**src/verilog/icache_defs.svh**
```systemverilog
/*
 * instruction cache geometry
 * address split, way count and bus widths shared by the RTL and the testbench
 */

`ifndef ICACHE_DEFS_SVH
`define ICACHE_DEFS_SVH

// physical fetch address
`define ICACHE_PADDR_W 32

// four ways of 64 sets, 16 byte lines
`define ICACHE_WAYS 4
`define ICACHE_SETS 64
`define ICACHE_LINE_W 128
`define ICACHE_FETCH_W 32

// paddr = {tag, index, offset}
`define ICACHE_OFFSET_W 4
`define ICACHE_INDEX_W 6
`define ICACHE_TAG_W 22

// upper half of the address space is I/O, never cached
`define ICACHE_NC_BIT 31

`endif

```
**src/verilog/icache_pkg.sv**
```systemverilog
/*
 * instruction cache types
 * controller state and the packed structs carried on the cache ports
 */

`include "icache_defs.svh"

package icache_pkg;

  // controller states
  typedef enum logic [1:0] {
    FLUSH,
    IDLE,
    READ,
    MISS
  } ctrl_state_e;

  // fetch request, physical address only
  typedef struct packed {
    logic [`ICACHE_PADDR_W-1:0] paddr;
  } fetch_req_t;

  // fetch response, word plus the word aligned address it came from
  typedef struct packed {
    logic [`ICACHE_FETCH_W-1:0] data;
    logic [`ICACHE_PADDR_W-1:0] paddr;
  } fetch_rsp_t;

  // refill request, line address or word address when nc is set
  typedef struct packed {
    logic [`ICACHE_PADDR_W-1:0] paddr;
    logic                       nc;
  } mem_req_t;

  // refill return, always a full line
  typedef struct packed {
    logic [`ICACHE_LINE_W-1:0] data;
  } mem_rtrn_t;

  // array commands from the controller
  typedef struct packed {
    logic                       rd_en;
    logic                       wr_en;
    logic                       flush_en;
    logic [`ICACHE_INDEX_W-1:0] index;
    // tag of the fetch in flight, used for compare and refill
    logic [`ICACHE_TAG_W-1:0]   tag;
  } array_ctrl_t;

endpackage

```
**src/verilog/icache_lookup.sv**
```systemverilog
/*
 * instruction cache lookup
 * tag compare, word select, hit/refill data mux and replacement choice
 */

`include "icache_defs.svh"

module icache_lookup import icache_pkg::*; (
  input  logic                                          clk_i,
  input  logic                                          rst_ni,
  input  array_ctrl_t                                   array_ctrl_i,
  input  logic                                          cmp_en_i,
  input  logic [`ICACHE_OFFSET_W-1:0]                   offset_i,
  input  logic [`ICACHE_WAYS-1:0][`ICACHE_TAG_W-1:0]    tag_rdata_i,
  input  logic [`ICACHE_WAYS-1:0]                       vld_rdata_i,
  input  logic [`ICACHE_WAYS-1:0][`ICACHE_LINE_W-1:0]   line_rdata_i,
  input  mem_rtrn_t                                     mem_rtrn_i,
  output logic                                          hit_o,
  output logic [`ICACHE_WAYS-1:0]                       repl_way_o,
  output logic [`ICACHE_FETCH_W-1:0]                    data_o
);

  localparam int WAY_IDX_W = $clog2(`ICACHE_WAYS);

  logic [`ICACHE_WAYS-1:0]    hit_vec;
  logic [`ICACHE_FETCH_W-1:0] hit_word;
  // bit position of the fetched word inside a line
  logic [6:0]                 word_sel;
  logic [`ICACHE_WAYS-1:0]    inv_oh, rnd_oh;
  logic                       all_valid;
  logic [7:0]                 lfsr_q;

  assign word_sel = {offset_i[`ICACHE_OFFSET_W-1:2], 5'b00000};

  ////////////////////////////////////////////////////////////
  // tag compare and word select
  ////////////////////////////////////////////////////////////
  always_comb begin
    hit_word = '0;
    for (int i = 0; i < `ICACHE_WAYS; i++) begin
      hit_vec[i] = vld_rdata_i[i] & (tag_rdata_i[i] == array_ctrl_i.tag);
      // and-or mux, hit_vec is at most one-hot
      hit_word |= {`ICACHE_FETCH_W{hit_vec[i]}} & line_rdata_i[i][word_sel +: `ICACHE_FETCH_W];
    end
  end

  assign hit_o  = cmp_en_i & (|hit_vec);
  // refill and nc data come straight from the return line
  assign data_o = cmp_en_i ? hit_word : mem_rtrn_i.data[word_sel +: `ICACHE_FETCH_W];

  ////////////////////////////////////////////////////////////
  // replacement
  ////////////////////////////////////////////////////////////
  // lowest invalid way
  always_comb begin
    logic found;
    found  = 1'b0;
    inv_oh = '0;
    for (int i = 0; i < `ICACHE_WAYS; i++) begin
      if (!vld_rdata_i[i] && !found) begin
        inv_oh[i] = 1'b1;
        found     = 1'b1;
      end
    end
  end

  assign all_valid = &vld_rdata_i;
  assign rnd_oh    = `ICACHE_WAYS'(1) << lfsr_q[WAY_IDX_W-1:0];

  always_ff @(posedge clk_i or negedge rst_ni) begin
    if (!rst_ni) begin
      repl_way_o <= '0;
      lfsr_q     <= 8'ha5;
    end else begin
      // pick the victim while the set is being compared
      if (cmp_en_i) begin
        repl_way_o <= all_valid ? rnd_oh : inv_oh;
      end
      // x^8 + x^6 + x^5 + x^4 + 1, steps only on random replacement
      if (array_ctrl_i.wr_en && all_valid) begin
        lfsr_q <= {lfsr_q[6:0], lfsr_q[7] ^ lfsr_q[5] ^ lfsr_q[4] ^ lfsr_q[3]};
      end
    end
  end

  // two ways holding the same tag means a refill duplicated a line
  hit_onehot: assert property (@(posedge clk_i) disable iff (!rst_ni)
    cmp_en_i |-> $onehot0(hit_vec))
    else $error("icache lookup: multiple ways hit");

endmodule

```
**config.mk**
```make
export PLATFORM = sky130hd
export DESIGN_NAME = icache_lookup
export DESIGN_NICKNAME = d
export VERILOG_FILES = /design/src/verilog/icache_pkg.sv /design/src/verilog/icache_lookup.sv
export VERILOG_INCLUDE_DIRS = /design/src /design/src/verilog
export SDC_FILE = /design/constraint.sdc
export NUM_CORES = 1
export LEC_CHECK = 0
export BUFFER_PORTS_ARGS = -buffer_cell sky130_fd_sc_hd__buf_4
export CORE_AREA = 2 2 317 319
export DETAILED_ROUTE_END_ITERATION = 8
export DIE_AREA = 0 0 319 321
export PLACE_DENSITY = 0.3
export SKIP_CTS_REPAIR_TIMING = 1
export SYNTH_ARGS = -nofsm -noshare
export SYNTH_HDL_FRONTEND = slang
export SYNTH_SLANG_ARGS = --single-unit
export TNS_END_PERCENT = 10
```
**constraint.sdc**
```tcl
create_clock -name clk_i -period 1.4 [get_ports clk_i]
set_clock_uncertainty 0.05 [all_clocks]
set_input_delay 0.07 -clock clk_i [delete_from_list [all_inputs] [get_ports clk_i]]
set_output_delay 0.07 -clock clk_i [all_outputs]
set_load 0.1 [all_outputs]
```
== After elaboration in Yosys (flattened, before gate mapping) ==
Index checks and enable logic that the tools add are counted.

* Output and inout bits: 37
* Register bits after elaboration: 12
* Bits of input ports: 770

* Bitwise gates (word level): 15
* Shifts and indexed selects: 6
* Equal/unequal tests: 4
* Multiplexer cells: 8
* Reductions and logical operators: 11

{| class="wikitable"
|+ Operators with widths
! operator !! count
|-
| 128-bit by 8-bit variable part select with 32-bit output || 5
|-
| 32-bit bitwise AND || 4
|-
| 32-bit OR || 3
|-
| 22-bit equality test || 4
|-
| 32-bit 2-to-1 mux || 1
|-
| 1-bit 2-to-1 mux || 6
|-
| 1-bit bitwise AND || 5
|-
| 1-bit zero test || 5
|-
| 1-bit logical AND || 4
|-
| 4-bit 2-to-1 mux || 1
|-
| 4-bit AND reduction || 1
|-
| 4-bit OR reduction || 1
|-
| 1-bit by 2-bit left shift with 4-bit output, first input constant || 1
|-
| 1-bit bitwise XOR || 3
|}

== Longest topological paths before layout ==
* Word-level depth: 10
* Depth in mapped cells: 7
* Gate-level depth less buffers: 5

== Least setup slack after synthesis ==
OpenSTA, ideal clock, no wires.

* Path kind: input port to output port
* Start point: input port array_ctrl_i[0] (netlist name)
* End point: output port data_o[0]
* Arrival: 2.811 ns
* Cell stages on the path: 7
* Setup slack: -1.531 ns
* Path buffers: 2
* Data required time: 1.280 ns
* Path through: buf_2 xnor2_1 nand4_1 nor4_2 buf_2 nand3_1 a31oi_1

* Cells in the longest elaborated chain, start to end: 7
* Elaborated cells on any way between the ends: 16
* Classes of those cells: eq/ne: 4; mux: 1; bitwise: 11

{| class="wikitable"
|+ Ends and longest elaborated chain
! what !! RTL line !! text
|-
| start, declared || icache_lookup.sv:11 || <nowiki>input array_ctrl_t array_ctrl_i,</nowiki>
|-
| 22-bit equality test || icache_lookup.sv:41 || <nowiki>hit_vec[i] = vld_rdata_i[i] & (tag_rdata_i[i] == array_ctrl_i.tag);</nowiki>
|-
| 1-bit bitwise AND || icache_lookup.sv:41 ||
|-
| 32-bit bitwise AND || icache_lookup.sv:43 || <nowiki>hit_word |= {`ICACHE_FETCH_W{hit_vec[i]}} & line_rdata_i[i][word_sel +: `ICACHE_FETCH_W];</nowiki>
|-
| 32-bit OR (2 in a row) || icache_lookup.sv:43 ||
|-
| 32-bit OR * || icache_lookup.sv:43 ||
|-
| 32-bit 2-to-1 mux * || icache_lookup.sv:49 || <nowiki>assign data_o = cmp_en_i ? hit_word : mem_rtrn_i.data[word_sel +: `ICACHE_FETCH_W];</nowiki>
|-
| end, declared || icache_lookup.sv:20 || <nowiki>output logic [`ICACHE_FETCH_W-1:0] data_o</nowiki>
|}

Mark *: on every way between the ends. The rest lies on a longest branch, timed or not.

== Final worst setup path ==
* Start point: input port array_ctrl_i[2] (netlist name)
* End point: output port data_o[29]

The elaborated chain is that of the path after synthesis.

==> flow_summary.yaml <==
sta:
  timing.final.crit_share_pct: 148
  fin_ws_ns: -0.668
  fmax_ghz: 0.484
  tns_ns: -20.48
  slew_headroom_pct: 75.1
  finalMaxSlewViolations: 0
  finalCriticalPeriod_ns: 2.07
  worst_pin_slew_ns: 0.370
  rsz0062_at_grt: "yes"
  finalHoldViolCount: 0
  setup_viol: 33
pwr:
  leakage_nw: 7.73
  pwr_density_cell_nw_per_um2: 363
  ir_worst_vdd_v: 0.000337
floorplanning:
  rows: 116
  core_um2: 99300
  die_y_um: 321
  start_util_pct: 7.24
  die-area_um2: 102000
  io_pins: 807
  fp.dieW_um: 319
global_route:
  grt_pass1_wl_um: 90300
  gr-total-overflow: 0
  grt_max_degree: 34
  grt_pass1_vias: 11400
  antenna_found_initial: 11
  grt_use_total_pct: 12.6
synthesis:
  avgSynthCellArea_um2: 11.3
  ys_warn_count: 0
  syn_area_um2: 7190
  synth.area.top_cells: "mux4_2 (50%), xnor2_1 (9.1%), a31oi_1 (5.5%), a32oi_1 (4.0%), nor3b_1 (3.2%)"
  postSynth.asyncResetShare_pct: 100
  synth_fp_nets: 1407
  ys_seq_elements: 12
  synth_top_area_share_pct: 50.1
  yosysTopAreaCell: "mux4_2"
  synth-edff-count: 0
  synth_cells: 637
  yosysSeqAreaShare_pct: 4.25
  synth_cell_types: 37
  synth_ff_type: "dfrtp_1"
finish:
  layout-drive-gt1-share_pct: 86.5
  utilization_pct: 19.1
  layout_common_cells: "buf_4 (904), mux4_2 (160), buf_12 (67), xnor2_2 (42), a31oi_4 (40)"
  final_area_um2: 18900
  syn2layout_area_growth_pct: 163
  layout_commonest_cell: "buf_4"
  fillCellCount: 11000
  nets: 2349
route:
  num_vias: 10400
  routed_wl_um: 76100
  drc_errors: 0
  drtAntennaViolNets: 0
  viasPerCell: 3.63
  dr.pass1.iters: 4
  route.detailed.wl_per_inst_um: 26.4
  drtIter0Drc: 493
clock_tree:
  clkLatencyLatePin_ns: 0.24
  clock_path_buffers: 2
  clk_pin_slew_worst_paths_ns: 0.05
  cts_max_level: 1
  cts-root-buf: "clkbuf_16"
  cts_tree: "built"
  cts_buffers: 3
  clock-sinks: 12
worst_setup_path:
  r2r_end: "repl_way_o[0]"
  arrival_ns: 1.95
  cp-end-kind: "output port"
  cp.required_ns: 1.28
  rr_worst_depth: 2
  crit_path_start: "array_ctrl_i[2]"
  r2r_slack_ns: 0.08
  r2r_start: "lfsr_q[1]"
  critPathLaunchType: "input pin"
  crit_type: "input pin to output port"
  critPathMaxFanout: 24
  crit_end: "data_o[29]"
placement:
  gp_congestion: 0.964
  post-dp-hpwl_um: 62100
  dpl_cell_area_um2: 16600
  port-buffer-count: 796
status:
  violations: "setup timing"
  status: "finished, violations left"
worst_hold_path:
  hold_class: "input pin to register"
job:
  maxCapViolations: 0
## per-layer routing
| metal | vias up | global-route usage, % | part of all wire, % |
|---|---|---|---|
| met5 | - | 0 | 0.030 |
| met1 | 5301 | 15.0 | 40 |
| met4 | 4 | 1.51 | 1.3 |
| li1 | 4617 | - | - |
| met3 | 44 | 3.05 | 6.1 |
| met2 | 477 | 23.2 | 52 |
## worst min path at each step
stage,startpoint,endpoint,slack (ns),cells after the start
floorplan,rst_ni,lfsr_q[1],-0.28,0
global placement,rst_ni,repl_way_o[2],-0.12,1
detailed placement,rst_ni,repl_way_o[2],-0.12,1
CTS,rst_ni,repl_way_o[2],-0.38,1
global route,vld_rdata_i[0],repl_way_o[0],0.16,3
finish,vld_rdata_i[0],repl_way_o[0],0.13,3
## layout make-up
class / count / area (um2) / share of cell area, %
antenna: 2 / 5.00 / 0.0264
clock buffer: 4 / 88.8 / 0.469
inverter: 2 / 7.51 / 0.0397
multi-input combinational: 533 / 7880 / 41.6
sequential: 12 / 305 / 1.61
tap: 1298 / 1620 / 8.58
timing repair buffer: 1027 / 9020 / 47.7
## sequential cells by signal, indices dropped and copies added, names as in the netlist
signal and count:
repl_way_o 4, lfsr_q 8
## logic make-up after synthesis
kind of cell	Yosys count	synth area share (%)
multiplexers	167	51.2
flip-flops	12	4.25
AND/OR/NAND/NOR	172	14.0
AO/OA/AOI/OAI	106	10.4
XOR/XNOR	88	12.1
buffers and inverters	92	8.01
## power by group
group          internal [mW]  switching [mW]
logic                   3.34            2.58
clock network          0.432           0.158
registers              0.360         0.00713
total                   4.13            2.74
## synth_stat cells, drive strengths merged, types with 3 or more instances
| cell | number |
|---|---|
| nor4 | 7 |
| nand2 | 12 |
| o21ai | 3 |
| nor3 | 3 |
| dfrtp | 8 |
| mux2 | 7 |
| nand4 | 30 |
| nor2 | 39 |
| dfstp | 4 |
| a32oi | 33 |
| nand2b | 5 |
| nor3b | 31 |
| nand3 | 42 |
| buf | 65 |
| a31oi | 63 |
| clkbuf | 22 |
| mux4 | 160 |
| xnor2 | 88 |
| bufbuf | 3 |
## per-stage QoR
| step | hold slack (ns) | worst slack, ns | power [mW] | std cells |
|---|---|---|---|---|
| after global routing | 0.158 | -0.742 | 7.21 | 2877 |
| after floorplan | -0.276 | -0.515 | 2.78 | 637 |
| after detailed placement | -0.119 | -1.00 | 5.76 | 2818 |
| after CTS | -0.376 | -1.03 | 6.38 | 2822 |
| final | 0.128 | -0.668 | 6.88 | 2878 |
| after global placement | -0.121 | -1.01 | 5.76 | 2818 |
## worst max-delay path: stages
cell and delay (ns):
buf_4 0.15, xnor2_1 0.17, buf_4 0.13, nand4_1 0.14, buf_12 0.20, buf_4 0.21, nor3b_2 0.24, a32oi_4 0.12
a31oi_4 0.24, buf_12 0.19
Note: power is estimated with default switching activity, not from simulation.
