**src/verilog/icache_defs.svh**
```systemverilog
/*
 * instruction cache geometry
 * address split, way count and bus widths shared by the RTL and the testbench
 */

`ifndef ICACHE_DEFS_SVH
`define ICACHE_DEFS_SVH

// physical fetch address
`define ICACHE_PADDR_W 32

// four ways of 64 sets, 16 byte lines
`define ICACHE_WAYS 4
`define ICACHE_SETS 64
`define ICACHE_LINE_W 128
`define ICACHE_FETCH_W 32

// paddr = {tag, index, offset}
`define ICACHE_OFFSET_W 4
`define ICACHE_INDEX_W 6
`define ICACHE_TAG_W 22

// upper half of the address space is I/O, never cached
`define ICACHE_NC_BIT 31

`endif

```
**src/verilog/icache_pkg.sv**
```systemverilog
/*
 * instruction cache types
 * controller state and the packed structs carried on the cache ports
 */

`include "icache_defs.svh"

package icache_pkg;

  // controller states
  typedef enum logic [1:0] {
    FLUSH,
    IDLE,
    READ,
    MISS
  } ctrl_state_e;

  // fetch request, physical address only
  typedef struct packed {
    logic [`ICACHE_PADDR_W-1:0] paddr;
  } fetch_req_t;

  // fetch response, word plus the word aligned address it came from
  typedef struct packed {
    logic [`ICACHE_FETCH_W-1:0] data;
    logic [`ICACHE_PADDR_W-1:0] paddr;
  } fetch_rsp_t;

  // refill request, line address or word address when nc is set
  typedef struct packed {
    logic [`ICACHE_PADDR_W-1:0] paddr;
    logic                       nc;
  } mem_req_t;

  // refill return, always a full line
  typedef struct packed {
    logic [`ICACHE_LINE_W-1:0] data;
  } mem_rtrn_t;

  // array commands from the controller
  typedef struct packed {
    logic                       rd_en;
    logic                       wr_en;
    logic                       flush_en;
    logic [`ICACHE_INDEX_W-1:0] index;
    // tag of the fetch in flight, used for compare and refill
    logic [`ICACHE_TAG_W-1:0]   tag;
  } array_ctrl_t;

endpackage

```
**src/verilog/icache_ctrl.sv**
```systemverilog
/*
 * instruction cache controller
 * FSM for flush, lookup and refill, plus the fetch address latch
 * and the non-cacheable decision
 */

`include "icache_defs.svh"

module icache_ctrl import icache_pkg::*; (
  input  logic                        clk_i,
  input  logic                        rst_ni,
  input  logic                        en_i,
  input  logic                        flush_i,
  input  logic                        fetch_valid_i,
  input  fetch_req_t                  fetch_req_i,
  input  logic                        hit_i,
  input  logic                        mem_ack_i,
  input  logic                        mem_rtrn_vld_i,
  output logic                        fetch_ready_o,
  output logic                        rsp_valid_o,
  output logic [`ICACHE_PADDR_W-1:0]  rsp_paddr_o,
  output logic                        miss_o,
  output logic                        mem_req_o,
  output mem_req_t                    mem_req_data_o,
  output array_ctrl_t                 array_ctrl_o,
  output logic                        cmp_en_o,
  output logic [`ICACHE_OFFSET_W-1:0] offset_o
);

  localparam int IDX_LO = `ICACHE_OFFSET_W;
  localparam int IDX_HI = `ICACHE_OFFSET_W + `ICACHE_INDEX_W - 1;

  ctrl_state_e                state_d, state_q;
  logic                       cache_en_d, cache_en_q;
  logic                       flush_d, flush_q;
  logic [`ICACHE_INDEX_W-1:0] flush_cnt_q;
  logic                       flush_en, flush_done;
  logic                       accept, wr_en, nc_in;
  // latched fetch, nc flag and compare enable for the next cycle
  logic [`ICACHE_PADDR_W-1:0] paddr_q;
  logic                       nc_q;
  logic                       cmp_en_q;

  assign accept = fetch_ready_o & fetch_valid_i;
  // I/O space or cache off both fall back to single word fetches
  assign nc_in  = ~cache_en_q | fetch_req_i.paddr[`ICACHE_NC_BIT];

  assign flush_done = (flush_cnt_q == `ICACHE_INDEX_W'(`ICACHE_SETS - 1));

  ////////////////////////////////////////////////////////////
  // main FSM
  ////////////////////////////////////////////////////////////
  always_comb begin
    state_d       = state_q;
    // turning off is immediate, turning on goes through FLUSH
    cache_en_d    = cache_en_q & en_i;
    flush_d       = flush_q | flush_i;
    flush_en      = 1'b0;
    wr_en         = 1'b0;
    fetch_ready_o = 1'b0;
    rsp_valid_o   = 1'b0;
    mem_req_o     = 1'b0;
    miss_o        = 1'b0;

    unique case (state_q)
      // walk all sets and clear the valid bits
      FLUSH: begin
        flush_en = 1'b1;
        if (flush_done) begin
          state_d    = IDLE;
          flush_d    = 1'b0;
          cache_en_d = en_i;
        end
      end
      // pending flush or a fresh enable wins over new fetches
      IDLE: begin
        if (flush_d || (en_i && !cache_en_q)) begin
          state_d = FLUSH;
        end else begin
          fetch_ready_o = 1'b1;
          if (fetch_valid_i) begin
            state_d = READ;
          end
        end
      end
      // array data is out, answer a hit or go to memory
      READ: begin
        if (hit_i) begin
          rsp_valid_o = 1'b1;
          state_d     = IDLE;
          // stream the next fetch unless a flush waits
          if (!flush_d) begin
            fetch_ready_o = 1'b1;
            if (fetch_valid_i) begin
              state_d = READ;
            end
          end
        end else begin
          mem_req_o = 1'b1;
          if (mem_ack_i) begin
            miss_o  = ~nc_q;
            state_d = MISS;
          end
        end
      end
      // return is consumed unconditionally
      MISS: begin
        if (mem_rtrn_vld_i) begin
          rsp_valid_o = 1'b1;
          wr_en       = ~nc_q;
          state_d     = IDLE;
        end
      end
      default: begin
        state_d = FLUSH;
      end
    endcase
  end

  // array index: flush walk, new fetch, or the latched fetch for refill
  assign array_ctrl_o.rd_en    = accept;
  assign array_ctrl_o.wr_en    = wr_en;
  assign array_ctrl_o.flush_en = flush_en;
  assign array_ctrl_o.index    = flush_en ? flush_cnt_q :
                                 accept   ? fetch_req_i.paddr[IDX_HI:IDX_LO] :
                                            paddr_q[IDX_HI:IDX_LO];
  assign array_ctrl_o.tag      = paddr_q[`ICACHE_PADDR_W-1:IDX_HI+1];

  assign cmp_en_o    = cmp_en_q;
  assign offset_o    = paddr_q[`ICACHE_OFFSET_W-1:0];
  assign rsp_paddr_o = {paddr_q[`ICACHE_PADDR_W-1:2], 2'b00};

  // word address for nc, line address otherwise
  assign mem_req_data_o.nc    = nc_q;
  assign mem_req_data_o.paddr = nc_q ?
      {paddr_q[`ICACHE_PADDR_W-1:2], 2'b00} :
      {paddr_q[`ICACHE_PADDR_W-1:IDX_LO], {`ICACHE_OFFSET_W{1'b0}}};

  always_ff @(posedge clk_i or negedge rst_ni) begin
    if (!rst_ni) begin
      state_q     <= FLUSH;
      cache_en_q  <= 1'b0;
      flush_q     <= 1'b0;
      flush_cnt_q <= '0;
      nc_q        <= 1'b0;
      cmp_en_q    <= 1'b0;
    end else begin
      state_q     <= state_d;
      cache_en_q  <= cache_en_d;
      flush_q     <= flush_d;
      flush_cnt_q <= flush_done ? '0 : flush_cnt_q + `ICACHE_INDEX_W'(flush_en);
      // compare only for cacheable fetches, one cycle after accept
      cmp_en_q    <= accept & ~nc_in;
      if (accept) begin
        nc_q <= nc_in;
      end
    end
  end

  // fetch address, payload only
  always_ff @(posedge clk_i) begin
    if (accept) begin
      paddr_q <= fetch_req_i.paddr;
    end
  end

  ////////////////////////////////////////////////////////////
  // assertions
  ////////////////////////////////////////////////////////////
  state_legal: assert property (@(posedge clk_i) disable iff (!rst_ni)
    !$isunknown(state_q) && (state_q inside {FLUSH, IDLE, READ, MISS}))
    else $error("icache ctrl: illegal state");

endmodule

```
**config.mk**
```make
export PLATFORM = sky130hd
export DESIGN_NAME = icache_ctrl
export DESIGN_NICKNAME = d
export VERILOG_FILES = /design/src/verilog/icache_pkg.sv /design/src/verilog/icache_ctrl.sv
export VERILOG_INCLUDE_DIRS = /design/src /design/src/verilog
export SDC_FILE = /design/constraint.sdc
export NUM_CORES = 1
export LEC_CHECK = 0
export ABC_AREA = 0
export BUFFER_PORTS_ARGS = -buffer_cell sky130_fd_sc_hd__buf_2
export CAP_MARGIN = 20
export CORE_MARGIN = 4
export CORE_UTILIZATION = 40
export CTS_CLUSTER_SIZE = 8
export DETAILED_ROUTE_END_ITERATION = 10
export HOLD_SLACK_MARGIN = 0.12
export PLACE_DENSITY = 0.85
export SLEW_MARGIN = 20
export SYNTH_ARGS = -nofsm -noshare
export SYNTH_HDL_FRONTEND = slang
export SYNTH_SLANG_ARGS = --single-unit
```
**constraint.sdc**
```tcl
create_clock -name clk_i -period 8.7 [get_ports clk_i]
set_clock_uncertainty 0.1 [all_clocks]
set_input_delay 0.87 -clock clk_i [delete_from_list [all_inputs] [get_ports clk_i]]
set_output_delay 0.87 -clock clk_i [all_outputs]
set_load 0.01 [all_outputs]
```
Word level (Yosys, flattened, before mapping). Cells that the tools add are included.

Register bits after elaboration: 44. Bits in latches: 0. Bits in writable memories: 0. Bits in read-only memories: 0. Word-level logic and storage cells: 61. Memories: 0.

Add/subtract/negate cells: 1. Multiply operators: 0. Div/mod/pow operators: 0. Magnitude comparators: 0. Equality and inequality tests: 8. Shifts and indexed selects: 0. Mux-type cells: 32. Bitwise operators: 8. Reduce and logical (&&, ||, !) cells: 5.

Operators with widths (count): 6-bit two-way mux (3); 1-bit two-way mux (17); 2-bit two-way mux (8); 2-bit case mux with 4 select lines (1); 6-bit by 1-bit adder with 6-bit output (1); 6-bit == test, second input constant (1); 3-bit != test, second input constant (2); 2-bit == test, second input constant (2); 4-bit two-way mux (1); 2-bit != test, second input constant (2); 1-bit case mux with 2 select lines (2); 4-bit AND reduction (1); 1-bit bitwise AND (3); 1-bit inverter (3); 2-bit by 1-bit == test with 1-bit output, second input constant (1); 2-bit zero test (1); 1-bit bitwise OR (2); 1-bit logical AND (1); 1-bit zero test (1); 1-bit logical OR (1).

Depth between registers and ports, before layout.
Depth after elaboration: 8. Depth in mapped cells: 7. Depth with buffers taken out: 7.

Least setup slack after synthesis. OpenSTA, ideal clock, no wires.

Path type: input to output. From: input port flush_i. To: output port array_ctrl_o[30] in the netlist's numbering. Arrival: 2.955 ns. Setup slack: 4.775 ns. Stages: 4. Path buffers: 1. Cells stage by stage: nor2_1 -> nand2_1 -> nor2_1 -> buf_4.

Word-level cells in the longest chain between the ends: 5. Elaborated cells on any way between the ends: 7.

RTL lines: start, declared (line icache_ctrl.sv:13) `input logic flush_i,`; 1-bit bitwise OR (*) (line icache_ctrl.sv:57) `flush_d = flush_q | flush_i;`; 1-bit two-way mux / 1-bit logical OR (equally long branches) (line icache_ctrl.sv:92, icache_ctrl.sv:77); 1-bit two-way mux, on equally long branches (line icache_ctrl.sv:88, icache_ctrl.sv:77); 1-bit case mux with 2 select lines (*) (line icache_ctrl.sv:65) `unique case (state_q)`; 1-bit bitwise AND (*) (line icache_ctrl.sv:44) `assign accept = fetch_ready_o & fetch_valid_i;`; end, declared (line icache_ctrl.sv:25) `output array_ctrl_t array_ctrl_o,`.

Mark *: on every way between the ends. The rest lies on a longest branch, timed or not.

==> out/results.tsv <==
stage	metric	value	unit
setup_path	delay-heaviest family, CP	simple AND/OR/NAND/NOR gates	
route	wire per inst	15.31	um
cells_and_area	layout net count	326	
timing	final setup fails	0	
logic_synthesis	syn_area_per_cell	12.11	um2
clock_network	Num CTS Buffers	5	
cells_and_area	Ant. Diodes	0	
place	hpwl dp	4526	um
clock_network	CTS Buffer Depth	2	
route	routed via count	1630	
logic_synthesis	Post-Synth Simple-Gate Area	10.17	%
setup_path	WS Path Type	primary input to primary output	
route	antenna viol nets, final	0	
global_route	antenna violations before repair	0	
cells_and_area	number of fill cells	486	
logic_synthesis	post-synthesis cell type count	39	
global_route	largest net degree at the start of global routing	36	
clock_network	Clk pin slew, worst setup/hold paths	0.08	ns
timing	Relative slew margins	41.43	%
cells_and_area	area of the multi-input gates	596.8	um2
global_route	first-pass GRT wire length	8217	um
global_route	GR Overflow Total	0	
timing	worst hold slack	0.3494	ns
power_and_ir_drop	LEAKAGE	1.322	nW
floorplanning	starting density of the core	41.73	%
logic_synthesis	#FFs+latches synth	44	
setup_path	CP max stage cell	nor2_4	
route	initial drt markers	43	
timing	fin crit share	38.70	%
logic_synthesis	Compound-Gate Fraction of Synth Area	9.199	%
floorplanning	Die ar.	7061	um2
setup_path	CP max FO	35	
global_route	vias in the first global route	1596	
setup_path	Critical Path Source Type	primary input	
logic_synthesis	sequential fraction of the synthesis area	54.55	%
cells_and_area	Register Area	1261	um2
cells_and_area	share of cells above drive strength 1	57.30	%
setup_path	most frequent CP cell	buf_2	
route	DR pass1 iterations	4	
clock_network	clk root buf	clkbuf_8	
logic_synthesis	Synth Area in XOR/XNOR	1.136	%
setup_path	critical-path cell list	buf_2 -> nor2_1 -> nand2_1 -> nor2_4 -> buf_2	
place	Placer Congestion	0.8146	
logic_synthesis	Synth Area in Adders	3.247	%
timing	Slew Limit Fails	0	
timing	RSZ-0062 raised after global routing	false	
route	drt drc	0	
floorplanning	core footprint	5540	um2
route	Vias/cell	4.618	
logic_synthesis	synthesized cell area	2312	um2
timing	Min Clock Period, post-route	3.367	ns
clock_network	Post-CTS Repair Setup Buffers	0	
setup_path	CP max stage delay	0.74	ns
clock_network	CTS tree	yes	
route	total routed wirelength	5406	um
place	IO buf count	140	
power_and_ir_drop	Max VDD drop	0.0001587	V
setup_path	CP arrival	2.40	ns
floorplanning	Die Y	84.03	um
hold_path	Hold Path Class	primary input to async pin	
logic_synthesis	Syn Inst Count	191	
setup_path	Worst setup EP type	primary output	
logic_synthesis	post-synthesis mux area share	1.082	%
timing	f_max	0.2970	GHz
power_and_ir_drop	PD cells	214.4	nW/um2
floorplanning	io pins	145	
timing	Least-Margin Pin Slew	0.8765	ns
global_route	total track usage	14.82	%
setup_path	worst path required time	7.73	ns
clock_network	Clock Latency Late Sink	0.29	ns
floorplanning	Die X	84.03	um
logic_synthesis	largest family of logic cells by synthesized area	buffers and inverters	
clock_network	H-Tree Depth	2	
cells_and_area	Synth-to-Final Area Change	21.10	%
setup_path	CP Buf/Inv Count	2	
clock_network	Num Clock Sinks	44	
run_status	outcome	finished, final reports clean	
floorplanning	number of core rows	27	
timing	setup TNS	0	ns
clock_network	hold buffer count at cts	0	
run	Max-Cap Viols	0	
timing	Final Hold Viols	0	
logic_synthesis	Yosys Warn Count	0	
clock_network	post_cts resized	0	
power_and_ir_drop	total power	0.0006005	W
-- sequential cells by signal, indices dropped and copies added, names as in the netlist --
name	cells
cache_en_q	1
cmp_en_o	1
flush_cnt_q	6
flush_q	1
nc_q	1
paddr_q	32
state_q	2
-- metal layers --
| layer | vias to the layer above | global-route usage (%) | wire length [um] |
|---|---|---|---|
| li1 | 774 | - | - |
| met1 | 769 | 16.55 | 1990 |
| met2 | 83 | 27.33 | 2905 |
| met3 | 4 | 4.344 | 473 |
| met4 | 0 | 3.655 | 38 |
| met5 | - | 0 | 0 |
-- cell usage in the layout, fill, tap and decap left out, drive strengths merged, types with 2 or more instances in the layout --
master	netlist	routed
and2	3	3
and3	2	2
a31oi	8	8
ha	6	6
nand3	3	3
nor2	8	8
inv	5	5
a21oi	10	10
buf	60	140
bufinv	0	2
dfrtp	12	12
conb	1	4
o21ai	8	8
edfxtp	32	32
nor2b	7	7
nand2	6	6
clkbuf	1	6
xor2	2	2
and2b	3	3
nor3b	2	2
-- cell usage after synthesis, drive strengths merged --
master	n	area [um2]
buf	60	450.4
edfxtp	32	960.9
dfrtp	12	300.3
a21oi	10	61.31
a31oi	8	65.06
nor2	8	32.54
o21ai	8	43.79
nor2b	7	43.79
ha	6	75.07
nand2	6	22.52
inv	5	18.77
and2	3	18.77
and2b	3	26.28
nand3	3	15.01
and3	2	17.52
nor3b	2	26.28
xor2	2	17.52
a21boi	1	7.510
a31o	1	8.760
clkbuf	1	3.750
conb	1	3.750
mux2	1	15.01
mux2i	1	10.01
nand2b	1	8.760
nand4	1	12.51
nor3	1	5.000
o211ai	1	12.51
o21a	1	7.510
o22ai	1	6.260
or3	1	6.260
xnor2	1	8.760
-- logic make-up (layout without fill, tap and decap cells) --
kind of cell	Yosys count	in the layout
other	1	4
DFF	44	44
AOI/OAI and AO/OA	31	31
muxes	2	2
buffers and inverters	66	153
and+or+nand+nor	38	38
xor gates and xnor gates	3	3
adders and majority gates	6	6
-- final cells by class --
cell class | instances | area share (%)
Inverter | 5 | 0.6702
Clock inverter | 2 | 2.145
Sequential cell | 44 | 45.04
Multi-Input combinational cell | 84 | 21.31
Tap cell | 72 | 3.217
Timing Repair Buffer | 140 | 25.02
Clock buffer | 6 | 2.592
-- final timing paths --
check / from / to / slack [ns] / depth (start not counted)
worst min register to register: cache_en_q$_DFF_PN0_ / nc_q$_DFFE_PN0N_ / 0.41 / 1
worst min-delay path: rst_ni / flush_cnt_q[0]$_DFF_PN0_ / 0.35 / 1
worst max-delay path: flush_i / array_ctrl_o[30] / 5.33 / 5
min in group clk_i: cache_en_q$_DFF_PN0_ / nc_q$_DFFE_PN0N_ / 0.41 / 1
max in group asynchronous: rst_ni / cache_en_q$_DFF_PN0_ / 7.93 / 1
worst max register to register: state_q[0]$_DFFE_PN0P_ / paddr_q[26]$_DFFE_PN_ / 6.39 / 5
-- report_power, final --
| part | switching, W | leakage, nW | internal (W) | total [W] |
|---|---|---|---|---|
| Clock | 0.0000641 | 0.0654 | 0.000115 | 0.000179 |
| Combinational | 0.0000877 | 0.821 | 0.0000715 | 0.000159 |
| Sequential | 0.0000203 | 0.436 | 0.000242 | 0.000262 |
-- metrics by stage --
step	utilization (%)	setup slack, ns	area, um2	std cells
2_1_floorplan	-	4.775	2323	194
6_report	50.54	5.333	2800	353
5_1_grt	50.54	5.126	2800	353
3_5_place_dp	48.15	5.284	2668	345
4_1_cts	50.54	5.272	2800	353
3_3_place_gp	48.15	5.346	2668	345
Note: power is estimated with default switching activity, not from simulation.
